`config.mk`:
```
export PLATFORM = sky130hd
export DESIGN_NAME = core_top
export DESIGN_NICKNAME = d
export VERILOG_FILES = /design/src/cpu_pkg.sv /design/src/debug_ctrl.sv /design/src/fetch_stage.sv /design/src/decode_stage.sv /design/src/execute_stage.sv /design/src/reg_port_drv.sv /design/src/core_top.sv
export VERILOG_INCLUDE_DIRS = /design/src
export SDC_FILE = /design/constraint.sdc
export NUM_CORES = 1
export LEC_CHECK = 0
export ABC_AREA = 1
export BUFFER_PORTS_ARGS = -buffer_cell sky130_fd_sc_hd__buf_2
export CORE_ASPECT_RATIO = 1.1
export CORE_MARGIN = 5
export CORE_UTILIZATION = 60
export DETAILED_ROUTE_END_ITERATION = 7
export GPL_ROUTABILITY_DRIVEN = 0
export PLACE_DENSITY = 0.84
export SLEW_MARGIN = 20
export SYNTH_ARGS = -nofsm -noshare
export SYNTH_HDL_FRONTEND = slang
export SYNTH_SLANG_ARGS = --single-unit
export TNS_END_PERCENT = 100
```
`constraint.sdc`:
```
create_clock -name clk -period 6.1 [get_ports clk]
set_clock_uncertainty 0.05 [all_clocks]
set_input_delay 0 -clock clk [delete_from_list [all_inputs] [get_ports clk]]
set_output_delay 0 -clock clk [all_outputs]
set_load 0.005 [all_outputs]
```
`src/cpu_config.svh`:
```
`ifndef CPU_CONFIG_SVH
`define CPU_CONFIG_SVH

// Datapath widths
`define CPU_XLEN      32
`define CPU_PC_W      19
`define CPU_INSTR_W   16
`define CPU_REG_AW    4

// r15 doubles as the program counter
`define CPU_PC_REG    15

`define CPU_MEM_AW    18  // Word address, PC bits 18:1

// Debug port
`define CPU_DBG_W     64
`define CPU_DBG_CMD_W 8

`endif

```
`src/cpu_pkg.sv`:
```
`include "cpu_config.svh"

package cpu_pkg;

  // Instruction bits 15:12
  typedef enum logic [3:0] {
    OP_ADD   = 4'h0,
    OP_SUB   = 4'h1,
    OP_XOR   = 4'h2,
    OP_AND   = 4'h3,
    OP_ORR   = 4'h4,
    OP_CONST = 4'hA,
    OP_BEQ   = 4'hB,
    OP_BLT   = 4'hC,
    OP_BLE   = 4'hD,
    OP_BLTS  = 4'hE
  } opcode_e;

  typedef enum logic [`CPU_DBG_CMD_W-1:0] {
    DBG_STATUS = 8'd0,
    DBG_HALT   = 8'd1,
    DBG_RESUME = 8'd2
  } dbg_cmd_e;

  // One stage's use of the register port this cycle
  typedef struct packed {
    logic                   en;
    logic                   write;
    logic [`CPU_REG_AW-1:0] addr;
    logic [`CPU_XLEN-1:0]   wdata;
  } reg_req_t;

  typedef struct packed {
    logic [`CPU_INSTR_W-1:0] instr;
    logic [`CPU_PC_W-1:0]    next_pc;
  } fetch_pkt_t;

  typedef struct packed {
    logic [`CPU_INSTR_W-1:0] instr;
    logic [`CPU_XLEN-1:0]    a;      // Operand A as read by decode
  } op_pkt_t;

endpackage

```
`src/debug_ctrl.sv`:
```
`timescale 1ns/1ps
`include "cpu_config.svh"

module debug_ctrl (
  input  logic                   clk,
  input  logic                   rst,
  input  logic                   dbg_start,
  input  cpu_pkg::dbg_cmd_e      dbg_cmd,
  input  logic                   halted,
  output logic                   dbg_accepted,
  output logic                   dbg_available,
  output logic [`CPU_DBG_W-1:0]  dbg_value,
  output logic                   hlt_req
);
  import cpu_pkg::*;

  typedef enum logic [1:0] {D_IDLE, D_WAIT, D_REPLY} state_t;

  localparam logic [`CPU_DBG_W-1:0] DBG_ONE = 1;

  state_t                state;
  dbg_cmd_e              cmd_q;
  logic                  reply_now;
  logic [`CPU_DBG_W-1:0] reply_val;

  // Reply condition for the latched command
  always_comb begin
    reply_now = 1'b1;
    reply_val = '0;
    case (cmd_q)
      DBG_STATUS: reply_val = {{(`CPU_DBG_W-1){1'b0}}, halted};
      DBG_HALT: begin
        reply_now = halted;
        reply_val = DBG_ONE;
      end
      DBG_RESUME: begin
        reply_now = !halted;
        reply_val = DBG_ONE;
      end
      default: reply_val = '0;  // Unknown command answers 0
    endcase
  end

  always_ff @(posedge clk) begin
    if (rst) begin
      state         <= D_IDLE;
      dbg_accepted  <= 1'b0;
      dbg_available <= 1'b0;
      hlt_req       <= 1'b1;  // Come out of reset halted
    end else begin
      dbg_accepted  <= 1'b0;
      dbg_available <= 1'b0;
      case (state)
        D_IDLE: begin
          if (dbg_start) begin
            dbg_accepted <= 1'b1;
            state        <= D_WAIT;
            if (dbg_cmd == DBG_HALT) hlt_req <= 1'b1;
            else if (dbg_cmd == DBG_RESUME) hlt_req <= 1'b0;
          end
        end
        D_WAIT: begin
          if (reply_now) begin
            dbg_available <= 1'b1;
            state         <= D_REPLY;
          end
        end
        default: state <= D_IDLE;
      endcase
    end
  end

  always_ff @(posedge clk) begin
    if (state == D_IDLE && dbg_start) cmd_q <= dbg_cmd;
    if (state == D_WAIT && reply_now) dbg_value <= reply_val;
  end

  a_acc_avail_excl: assert property (@(posedge clk) disable iff (rst)
    !(dbg_accepted && dbg_available));

endmodule

```
`src/fetch_stage.sv`:
```
`timescale 1ns/1ps
`include "cpu_config.svh"

module fetch_stage (
  input  logic                    clk,
  input  logic                    rst,
  input  logic                    hlt_req,
  input  logic                    retire,
  input  logic                    mem_ack,
  input  logic [`CPU_INSTR_W-1:0] mem_rdata,
  input  logic [`CPU_XLEN-1:0]    reg_rdata,
  output logic                    halted,
  output logic [`CPU_MEM_AW-1:0]  mem_adr,
  output logic                    mem_req,
  output cpu_pkg::reg_req_t       reg_req,
  output cpu_pkg::fetch_pkt_t     fpkt,
  output logic                    fpkt_valid
);
  import cpu_pkg::*;

  typedef enum logic [1:0] {F_CHECK, F_PC, F_WAIT, F_IDLE} state_t;

  localparam logic [`CPU_REG_AW-1:0] PC_REG  = `CPU_PC_REG;
  localparam logic [`CPU_PC_W-1:0]   PC_STEP = 2;

  state_t               state;
  logic [`CPU_PC_W-1:0] pc_next;
  logic [`CPU_PC_W-1:0] next_pc_q;

  assign pc_next = reg_rdata[`CPU_PC_W-1:0] + PC_STEP;  // r15 is on the port in F_PC

  always_comb begin
    reg_req = '0;
    case (state)
      F_CHECK: begin
        reg_req.en   = 1'b1;
        reg_req.addr = PC_REG;
      end
      F_PC: begin
        reg_req.en    = 1'b1;
        reg_req.write = 1'b1;
        reg_req.addr  = PC_REG;
        reg_req.wdata = {{(`CPU_XLEN-`CPU_PC_W){1'b0}}, pc_next};
      end
      default: reg_req = '0;
    endcase
  end

  always_ff @(posedge clk) begin
    if (rst) begin
      state   <= F_CHECK;
      halted  <= 1'b0;
      mem_req <= 1'b0;
    end else begin
      case (state)
        F_CHECK: begin
          halted <= hlt_req;  // Halt only taken between instructions
          if (!hlt_req) state <= F_PC;
        end
        F_PC: begin
          mem_req <= 1'b1;
          state   <= F_WAIT;
        end
        F_WAIT: begin
          if (mem_ack) begin
            mem_req <= 1'b0;
            state   <= retire ? F_CHECK : F_IDLE;  // CONST and no-ops retire at ack
          end
        end
        default: if (retire) state <= F_CHECK;
      endcase
    end
  end

  always_ff @(posedge clk) begin
    if (state == F_PC) begin
      mem_adr   <= reg_rdata[`CPU_PC_W-1:1];
      next_pc_q <= pc_next;
    end
  end

  assign fpkt_valid = (state == F_WAIT) && mem_ack;
  assign fpkt       = '{instr: mem_rdata, next_pc: next_pc_q};

  a_req_until_ack: assert property (@(posedge clk) disable iff (rst)
    mem_req && !mem_ack |=> mem_req);

endmodule

```
`src/decode_stage.sv`:
```
`timescale 1ns/1ps
`include "cpu_config.svh"

module decode_stage (
  input  logic                 clk,
  input  logic                 rst,
  input  cpu_pkg::fetch_pkt_t  fpkt,
  input  logic                 fpkt_valid,
  input  logic [`CPU_XLEN-1:0] reg_rdata,
  output cpu_pkg::reg_req_t    reg_req,
  output cpu_pkg::op_pkt_t     opkt,
  output logic                 opkt_valid,
  output logic                 retire
);
  import cpu_pkg::*;

  opcode_e                 op;
  logic                    is_const;
  logic                    needs_a;
  logic                    wait_a;   // Operand A read in flight
  logic [`CPU_INSTR_W-1:0] instr_q;

  assign op = opcode_e'(fpkt.instr[15:12]);

  always_comb begin
    is_const = 1'b0;
    needs_a  = 1'b0;
    case (op)
      OP_CONST: is_const = 1'b1;
      OP_ADD, OP_SUB, OP_XOR, OP_AND, OP_ORR,
      OP_BEQ, OP_BLT, OP_BLE, OP_BLTS: needs_a = 1'b1;
      default: needs_a = 1'b0;  // Retires as a no-op
    endcase
  end

  always_comb begin
    reg_req = '0;
    if (fpkt_valid && is_const) begin
      reg_req.en    = 1'b1;
      reg_req.write = 1'b1;
      reg_req.addr  = fpkt.instr[3:0];
      reg_req.wdata = {{(`CPU_XLEN-8){1'b0}}, fpkt.instr[11:4]};
    end else if (fpkt_valid && needs_a) begin
      reg_req.en   = 1'b1;
      reg_req.addr = fpkt.instr[11:8];
    end
  end

  assign retire = fpkt_valid && !needs_a;

  always_ff @(posedge clk) begin
    if (rst) begin
      wait_a <= 1'b0;
    end else begin
      wait_a <= fpkt_valid && needs_a;
    end
  end

  always_ff @(posedge clk) begin
    if (fpkt_valid) instr_q <= fpkt.instr;
  end

  // A is on the port the cycle after its address
  assign opkt_valid = wait_a;
  assign opkt       = '{instr: instr_q, a: reg_rdata};

endmodule

```
`src/execute_stage.sv`:
```
`timescale 1ns/1ps
`include "cpu_config.svh"

module execute_stage (
  input  logic                 clk,
  input  logic                 rst,
  input  cpu_pkg::op_pkt_t     opkt,
  input  logic                 opkt_valid,
  input  logic [`CPU_XLEN-1:0] reg_rdata,
  output cpu_pkg::reg_req_t    reg_req,
  output logic                 retire
);
  import cpu_pkg::*;

  typedef enum logic [1:0] {X_IDLE, X_OPB, X_JUMP} state_t;

  localparam logic [`CPU_REG_AW-1:0] PC_REG = `CPU_PC_REG;

  state_t                  state;
  logic [`CPU_INSTR_W-1:0] instr_q;
  logic [`CPU_XLEN-1:0]    a_q;
  opcode_e                 op;
  logic [`CPU_XLEN-1:0]    alu_res;
  logic                    is_alu;
  logic                    taken;

  assign op = opcode_e'(instr_q[15:12]);

  // B arrives on reg_rdata in X_OPB
  always_comb begin
    alu_res = '0;
    is_alu  = 1'b1;
    taken   = 1'b0;
    case (op)
      OP_ADD: alu_res = a_q + reg_rdata;
      OP_SUB: alu_res = a_q - reg_rdata;
      OP_XOR: alu_res = a_q ^ reg_rdata;
      OP_AND: alu_res = a_q & reg_rdata;
      OP_ORR: alu_res = a_q | reg_rdata;
      OP_BEQ: begin
        is_alu = 1'b0;
        taken  = (a_q == reg_rdata);
      end
      OP_BLT: begin
        is_alu = 1'b0;
        taken  = (a_q < reg_rdata);
      end
      OP_BLE: begin
        is_alu = 1'b0;
        taken  = (a_q <= reg_rdata);
      end
      OP_BLTS: begin
        is_alu = 1'b0;
        taken  = ($signed(a_q) < $signed(reg_rdata));
      end
      default: is_alu = 1'b0;
    endcase
  end

  always_comb begin
    reg_req = '0;
    retire  = 1'b0;
    case (state)
      X_IDLE: begin
        if (opkt_valid) begin
          reg_req.en   = 1'b1;
          reg_req.addr = opkt.instr[7:4];  // Operand B
        end
      end
      X_OPB: begin
        if (is_alu) begin
          reg_req.en    = 1'b1;
          reg_req.write = 1'b1;
          reg_req.addr  = instr_q[3:0];
          reg_req.wdata = alu_res;
          retire        = 1'b1;
        end else if (taken) begin
          reg_req.en   = 1'b1;
          reg_req.addr = instr_q[3:0];  // Branch target
        end else begin
          retire = 1'b1;
        end
      end
      default: begin
        reg_req.en    = 1'b1;
        reg_req.write = 1'b1;
        reg_req.addr  = PC_REG;
        reg_req.wdata = reg_rdata;
        retire        = 1'b1;
      end
    endcase
  end

  always_ff @(posedge clk) begin
    if (rst) begin
      state <= X_IDLE;
    end else begin
      case (state)
        X_IDLE: if (opkt_valid) state <= X_OPB;
        X_OPB: state <= (!is_alu && taken) ? X_JUMP : X_IDLE;
        default: state <= X_IDLE;
      endcase
    end
  end

  always_ff @(posedge clk) begin
    if (state == X_IDLE && opkt_valid) begin
      instr_q <= opkt.instr;
      a_q     <= opkt.a;
    end
  end

endmodule

```
`src/reg_port_drv.sv`:
```
`timescale 1ns/1ps
`include "cpu_config.svh"

module reg_port_drv (
  input  logic                   clk,
  input  logic                   rst,
  input  cpu_pkg::reg_req_t      fetch_req,
  input  cpu_pkg::reg_req_t      decode_req,
  input  cpu_pkg::reg_req_t      exec_req,
  output logic [`CPU_REG_AW-1:0] reg_addr,
  output logic                   reg_write,
  output logic [`CPU_XLEN-1:0]   reg_wdata
);
  import cpu_pkg::*;

  reg_req_t sel;

  // Stages take turns, so at most one enable is set
  always_comb begin
    sel = '0;
    if (fetch_req.en) sel = fetch_req;
    else if (decode_req.en) sel = decode_req;
    else if (exec_req.en) sel = exec_req;
  end

  always_ff @(posedge clk) begin
    if (rst) begin
      reg_addr  <= '0;
      reg_write <= 1'b0;
    end else begin
      reg_write <= sel.en && sel.write;
      if (sel.en) reg_addr <= sel.addr;  // Address held when idle
    end
  end

  always_ff @(posedge clk) begin
    if (sel.en && sel.write) reg_wdata <= sel.wdata;
  end

  a_one_stage: assert property (@(posedge clk) disable iff (rst)
    $onehot0({fetch_req.en, decode_req.en, exec_req.en}));

endmodule

```
`src/core_top.sv`:
```
`timescale 1ns/1ps
`include "cpu_config.svh"

module core_top (
  input  logic                    clk,
  input  logic                    rst,
  input  logic                    dbg_start,
  input  cpu_pkg::dbg_cmd_e       dbg_cmd,
  output logic                    dbg_accepted,
  output logic                    dbg_available,
  output logic [`CPU_DBG_W-1:0]   dbg_value,
  output logic [`CPU_REG_AW-1:0]  reg_addr,
  output logic                    reg_write,
  output logic [`CPU_XLEN-1:0]    reg_wdata,
  input  logic [`CPU_XLEN-1:0]    reg_rdata,
  output logic [`CPU_MEM_AW-1:0]  mem_adr,
  output logic                    mem_req,
  input  logic                    mem_ack,
  input  logic [`CPU_INSTR_W-1:0] mem_rdata
);
  import cpu_pkg::*;

  logic       hlt_req;
  logic       halted;
  logic       dec_retire;
  logic       exe_retire;
  logic       fpkt_valid;
  logic       opkt_valid;
  fetch_pkt_t fpkt;
  op_pkt_t    opkt;
  reg_req_t   fetch_req;
  reg_req_t   decode_req;
  reg_req_t   exec_req;

  debug_ctrl i_debug (
    .clk, .rst, .dbg_start, .dbg_cmd, .halted,
    .dbg_accepted, .dbg_available, .dbg_value, .hlt_req
  );

  fetch_stage i_fetch (
    .clk, .rst, .hlt_req, .retire(dec_retire | exe_retire), .mem_ack, .mem_rdata,
    .reg_rdata, .halted, .mem_adr, .mem_req, .reg_req(fetch_req), .fpkt, .fpkt_valid
  );

  decode_stage i_decode (
    .clk, .rst, .fpkt, .fpkt_valid, .reg_rdata,
    .reg_req(decode_req), .opkt, .opkt_valid, .retire(dec_retire)
  );

  execute_stage i_execute (
    .clk, .rst, .opkt, .opkt_valid, .reg_rdata,
    .reg_req(exec_req), .retire(exe_retire)
  );

  reg_port_drv i_reg_port (
    .clk, .rst, .fetch_req, .decode_req, .exec_req,
    .reg_addr, .reg_write, .reg_wdata
  );

endmodule

```
==> flow_summary.yaml, run 1 <==
detailed_routing:
  first_pass_iters: 7
  drt_iter0_drc: 1553
  ant_nets: 0
  vias_per_cell: 5.95
  route.detailed.drc: 0
  finalWirelength_um: 37500
  post_drt_wl_per_cell_um: 18.6
  vias: 11985
worst_setup_path:
  rrSetupSlack_ns: 2.03
  crit_top_cell: "inv_1"
  worstSetupPathType: "reg2reg"
  crit_path_start_kind: "register"
  slowest_stage: "a21oi_4"
  critPathMaxStageDelay_ns: 0.66
  path_max_fanout: 17
  crit_path_cell_trace: "inv_1 -> nor3_4 -> inv_1 -> nor2_1 -> o21ai_0 -> a21oi_4 -> buf_4"
  critPathArrivalTime_ns: 4.14
  end_kind: "register"
  crit_required_ns: 6.16
layout:
  seq_area_um2: 3670
  syn2layout_area_growth_pct: 13.8
  n_antenna_cell: 0
  postLayoutCellArea_um2: 13200
  multiInputGateArea_um2: 6560
  drive_gt1_share_pct: 13.2
  fillers: 1564
  num-nets-final: 1913
  final_core_util_pct: 69.3
  instances_no_fill: 2014
place:
  place_area_um2: 12100
  dp.cells: 1925
  hpwlAfterDp_um: 26500
  port-buffer-count: 118
timing:
  timing.final.crit_period_ns: 4.07
  tightest_slew_ns: 1.06
  setup_tns_ns: 0
  slew-limit-headroom_pct: 28.9
  rsz0062_at_grt: "no"
  setup_viol: 0
  fmax_mhz: 245
  min_period_over_period_pct: 66.8
  final-max-slew-violation-count: 0
  hold_violations: 0
clock_network:
  cts_setup_buffers: 0
  clkTransAtPathRegs_ns: 0.07
  cts_buffers: 17
  cts_max_level: 4
  cts-root-buf: "clkbuf_16"
  cts_tree: "done"
  clock_latency_ns: 0.44
  cts_resized: 0
  clk_path_buf_depth: 2
  numClockSinks: 128
  hold_buffers: 57
yosys:
  synthFlopType: "edfxtp_1"
  synth_top_area_cell: "edfxtp_1"
  synth_seq_cells: 128
  synth.distinct_cells: 52
  async_reset_ff_share_pct: 0
  syn_inst: 1600
  synth_edf_count: 111
  synth_area_leaders: "edfxtp_1, ha_1, nand2_1"
  syn-mean-instance-area_um2: 7.27
  yosysTopAreaCellShare_pct: 28.7
  synth_area_um2: 11600
  yosys_warnings: 0
  seq_area_frac_synth_pct: 31.6
grt:
  grt_use_total_pct: 33.3
  grt_pass1_vias: 11411
  overflow: 0
  grt_pass1_wl_um: 58600
  antenna_found_initial: 0
  grt_max_degree: 41
floorplan:
  rows: 53
  dieArea_um2: 22300
  ioPinCount: 182
  initial_core_util_pct: 60.9
  core_area_um2: 19100
  die_w_um: 143
  die_y_um: 156
pwr:
  seqPwrFrac_pct: 40.5
  switchingPower_mw: 0.825
  p_clk_share_pct: 40.1
  p_leak_nw: 6.09
  switching_share_pct: 32.6
  ir_drop_mv: 0.160
  internal-power_mw: 1.71
  powerDensity_nw_per_um2: 191
  pwr-share-comb_pct: 19.5
hold_path:
  worstHoldPathType: "in2reg"
status:
  outcome: "finished clean"
job:
  max-cap-violations: 0
[state kept, by name (all words and copies together), names as in the netlist]
name	cells
i_execute.a_q	32
i_decode.instr_q	12
i_fetch.state	2
i_execute.state	2
i_fetch.mem_req	1
i_reg_port.reg_addr	4
i_fetch.halted	1
i_reg_port.reg_write	1
i_debug.hlt_req	1
i_debug.dbg_available	1
i_debug.dbg_value	1
i_decode.opkt_valid	1
i_execute.instr_q	8
i_reg_port.reg_wdata	32
i_debug.state	2
i_debug.cmd_q	8
i_fetch.mem_adr	18
i_debug.dbg_accepted	1
[layout make-up]
type | instances | area share, %
clock buffer | 17 | 3.21
clock inverter | 15 | 1.08
inverter | 243 | 6.89
multi-input combinational | 1182 | 49.6
sequential | 128 | 27.8
tap | 247 | 2.34
timing repair buffer | 182 | 9.17
[kinds of logic (layout without fill, tap and decap cells)]
| group | after synthesis | in the layout | share of synthesized area (%) |
|---|---|---|---|
| flip-flops | 128 | 128 | 31.6 |
| AO/OA/AOI/OAI | 301 | 301 | 16.1 |
| buffers and inverters | 352 | 457 | 14.1 |
| XOR/XNOR | 1 | 1 | 0.0753 |
| AND/OR/NAND/NOR | 718 | 718 | 27.3 |
| other | 1 | 63 | 0.0322 |
| adder cells (fa/ha/maj) | 99 | 99 | 10.8 |
[synthesized netlist by cell type, types with 3 or more instances]
master	n
nand2_1	314
inv_1	230
nor2_1	162
nand3_1	148
edfxtp_1	111
ha_1	97
a21oi_1	91
o21ai_0	88
buf_4	71
nand4_1	26
clkbuf_1	19
a22oi_1	17
dfxtp_1	17
nor3_1	17
o21bai_1	17
a221oi_1	16
a21oi_2	14
buf_2	13
nand2_2	13
o22ai_1	12
inv_2	11
o211ai_1	11
nand3b_1	8
nor2_2	8
a21boi_0	7
o21bai_2	7
a31oi_1	6
or2_2	6
nor3_2	5
buf_6	4
o21ai_1	4
nor4_1	3
[cells in the final DEF (no fill, tap or decap), types with 8 or more instances in the layout]
cell           instances
nand4_1               26
o22ai_1               12
nand3b_1               8
edfxtp_1             111
conb_1                63
a21oi_2               14
nor2_2                10
o21ai_0               88
nand2_2               13
nor2_1               160
o211ai_1              11
inv_1                230
a21oi_1               90
o21bai_1              17
dfxtp_1               17
dlygate4sd3_1         57
a221oi_1              16
nor3_1                17
buf_2                118
nand2_1              314
nand3_1              148
a22oi_1               17
clkbuf_16             17
inv_2                 11
ha_1                  97
[stage by stage]
step / setup slack [ns] / total power [mW] / hold WS [ns]
6_report: 2.03 / 2.53 / 0.0312
2_1_floorplan: 2.59 / 1.35 / 0.0489
4_1_cts: 2.16 / 2.51 / 0.0324
5_1_grt: 1.82 / 2.62 / 0.0699
3_3_place_gp: 2.40 / 1.47 / 0.144
3_5_place_dp: 2.20 / 1.48 / 0.145
[critical path: cells and delay by family (launching register included)]
| family | cells | cell delay, ns |
|---|---|---|
| compound gates | 2 | 0.97 |
| buf+inv | 3 | 0.89 |
| flops | 1 | 0.64 |
| simple gates | 2 | 1.18 |
[routing by layer]
layer  vias to the layer above  global-route usage (%)  share of wire [%]
li1                       5524                       -                  -
met1                      5484                    39.9                 35
met2                       794                    55.4                 48
met3                       183                    7.60                 11
met4                         0                    18.4                5.8
met5                         -                       0                  0
[power groups by stage]
stage | clock network, mW | logic (mW) | registers, mW
floorplan | 0 | 0.308 | 1.04
global placement | 0 | 0.429 | 1.04
detailed placement | 0 | 0.440 | 1.04
CTS | 1.01 | 0.473 | 1.02
global route | 1.05 | 0.537 | 1.03
finish | 1.02 | 0.494 | 1.03
[final timing paths]
check	to	from	cells after the start
max reg2reg	i_reg_port.reg_wdata[15]$_DFFE_PP_	i_fetch.state[1]$_SDFFE_PP0P_	7
min reg2reg	i_execute.instr_q[2]$_DFFE_PP_	i_decode.instr_q[2]$_DFFE_PP_	0
max	i_reg_port.reg_wdata[15]$_DFFE_PP_	i_fetch.state[1]$_SDFFE_PP0P_	7
min	i_reg_port.reg_addr[0]$_SDFFE_PP0P_	mem_rdata[8]	7
No activity file was read; power rests on OpenSTA's default activity.
==> inputs of run 2 (changes only) <==
Settings changed: CORE_UTILIZATION 60 to 59, PLACE_DENSITY 0.84 to 0.83.
Clock period 6.1 ns to 4 ns, I/O delays scaled along.
==> run 2 against run 1 <==
  * Critical path depth rose by 2
  * Worst setup slack worse by 1.4 ns
  * Non-clock buffer count grew 10
  * First-iteration DRC count is 3.0% higher
  * Sequential share of layout area shrank 0.21 points
  * Via count is 0.58% higher
  * Combinational power grew 53%
  * Clock power is 54% higher
  * Count of clock-buffer cells in the layout did not move
  * Largest cell class unchanged
  * Critical endpoint is now i_reg_port.reg_wdata[10]$_DFFE_PP_
  * Hold slack got worse by 0.024 ns
==> flow_summary.yaml, run 2 (same netlist as run 1, synthesis figures left out) <==
status:
  outcome: "finished clean"
worst_setup_path:
  reg2reg_depth: 9
  critPathArrivalTime_ns: 3.48
  crit_required_ns: 4.11
  path_max_fanout: 28
  regToRegStartpoint: "i_fetch.state[1]$_SDFFE_PP0P_"
  worstSetupPathType: "reg2reg"
  r2r_end: "i_reg_port.reg_wdata[10]$_DFFE_PP_"
  end_kind: "register"
  rrSetupSlack_ns: 0.64
  crit_path_start_kind: "register"
clock_network:
  cts_resized: 0
  clock_latency_ns: 0.44
  clk_path_buf_depth: 2
  cts-root-buf: "clkbuf_16"
  cts_setup_buffers: 0
  cts_max_level: 4
  clkTransAtPathRegs_ns: 0.06
  cts_tree: "done"
  cts_buffers: 17
  numClockSinks: 128
floorplan:
  dieArea_um2: 22600
  die_w_um: 144
  ioPinCount: 182
  die_y_um: 157
  initial_core_util_pct: 60.5
  rows: 53
  core_area_um2: 19200
timing:
  hold_violations: 0
  rsz0062_at_grt: "no"
  slew-limit-headroom_pct: 28.7
  setup_tns_ns: 0
  tightest_slew_ns: 1.07
  fmax_mhz: 297
  final-max-slew-violation-count: 0
  setup_viol: 0
  min_period_over_period_pct: 84.1
  timing.final.crit_period_ns: 3.36
grt:
  met3_usage_pct: 6.14
  grt_use_total_pct: 32.4
  grtUsageMet1_pct: 36.9
  busiest_layer: "met2"
  grt_max_degree: 34
  grt_use_met2_pct: 54.3
  grt_pass1_wl_um: 57600
  antenna_found_initial: 1
  overflow: 0
  grt_pass1_vias: 11448
detailed_routing:
  route.detailed.drc: 0
  ant_nets: 0
  first_pass_iters: 7
  drt_iter0_drc: 1600
  vias: 12055
  post_drt_wl_per_cell_um: 18.5
  finalWirelength_um: 37400
  vias_per_cell: 5.95
pwr:
  p_leak_nw: 6.14
  finalPower_mw: 3.88
  ir_drop_mv: 0.309
  powerDensity_nw_per_um2: 291
layout:
  drive_gt1_share_pct: 13.7
  num-nets-final: 1923
  syn2layout_area_growth_pct: 14.7
  layout_commonest_cell: "nand2_1"
  reg_top3: "i_execute.a_q (32), i_reg_port.reg_wdata (32), i_fetch.mem_adr (18)"
  final_cell_mix: "nand2_1, inv_1, nor2_1"
  fillers: 1556
  postLayoutCellArea_um2: 13300
  instances_no_fill: 2025
hold_path:
  whs_path_depth: 5
  whs_endpoint: "i_fetch.state[0]$_SDFFE_PP0P_"
  hold_path_startpoint: "mem_ack"
  worstHoldPathType: "in2reg"
place:
  port-buffer-count: 118
  hpwlAfterDp_um: 27500
  dp.cells: 1935
  place_area_um2: 12200
job:
  max-cap-violations: 0
==> run 2: layout make-up <==
class                           count  area [um2]  area share, %
Antenna cell                        1        2.50         0.0188
Clock buffer                       17         425           3.19
Clock inverter                     15         165           1.24
Inverter                          243         912           6.84
Multi-Input combinational cell   1182        6560           49.2
Sequential cell                   128        3670           27.5
Tap cell                          247         309           2.32
Timing Repair Buffer              192        1290           9.66
==> run 2: worst max path at each step <==
stage                             startpoint                                  to  slack (ns)  cells past startpoint
6_report       i_fetch.state[1]$_SDFFE_PP0P_  i_reg_port.reg_wdata[10]$_DFFE_PP_        0.64                      9
2_1_floorplan  i_fetch.state[1]$_SDFFE_PP0P_   i_reg_port.reg_wdata[0]$_DFFE_PP_        0.49                      7
5_1_grt        i_fetch.state[1]$_SDFFE_PP0P_  i_reg_port.reg_wdata[10]$_DFFE_PP_        0.36                      9
4_1_cts        i_fetch.state[1]$_SDFFE_PP0P_  i_reg_port.reg_wdata[11]$_DFFE_PP_        0.67                      9
3_5_place_dp   i_fetch.state[1]$_SDFFE_PP0P_  i_reg_port.reg_wdata[11]$_DFFE_PP_        0.69                      9
3_3_place_gp      i_execute.a_q[0]$_DFFE_PP_  i_reg_port.reg_wdata[12]$_DFFE_PP_        0.89                     17
==> run 2: critical path, stage by stage, from the launching register on <==
cell	delay, ns
dfxtp_1	0.62
inv_1	0.27
nor3_4	0.61
inv_1	0.17
nor2_1	0.26
inv_1	0.14
nand2_2	0.16
inv_1	0.13
nand4_4	0.47
o21ai_0	0.19
==> run 2: power breakdown <==
group / switching (mW) / total [mW] / internal [mW] / leakage [nW]
sequential: 0.0265 / 1.56 / 1.53 / 1.17
combinational: 0.503 / 0.754 / 0.251 / 4.69
clock: 0.730 / 1.57 / 0.838 / 0.287
==> run 2: repair_timing <==
action                                  in CTS  in global routing
hold endpoints to repair                   106                  0
endpoints found under the setup margin       0                  0
hold buffers                                57                  0
==> run 2: per-stage QoR <==
stage / hold slack [ns] / setup WS (ns) / util (%)
after floorplan: 0.0489 / 0.491 / -
after global placement: 0.145 / 0.889 / 63.3
after detailed placement: 0.145 / 0.695 / 63.3
after CTS: 0.0137 / 0.669 / 69.3
after global routing: 0.0344 / 0.361 / 69.3
final: 0.00754 / 0.637 / 69.3
==> run 2: per-layer routing <==
metal / vias up / share of wire (%)
met5: - / 0
met4: 0 / 8.1
met3: 233 / 9.8
met2: 860 / 47
met1: 5416 / 35
li1: 5546 / -
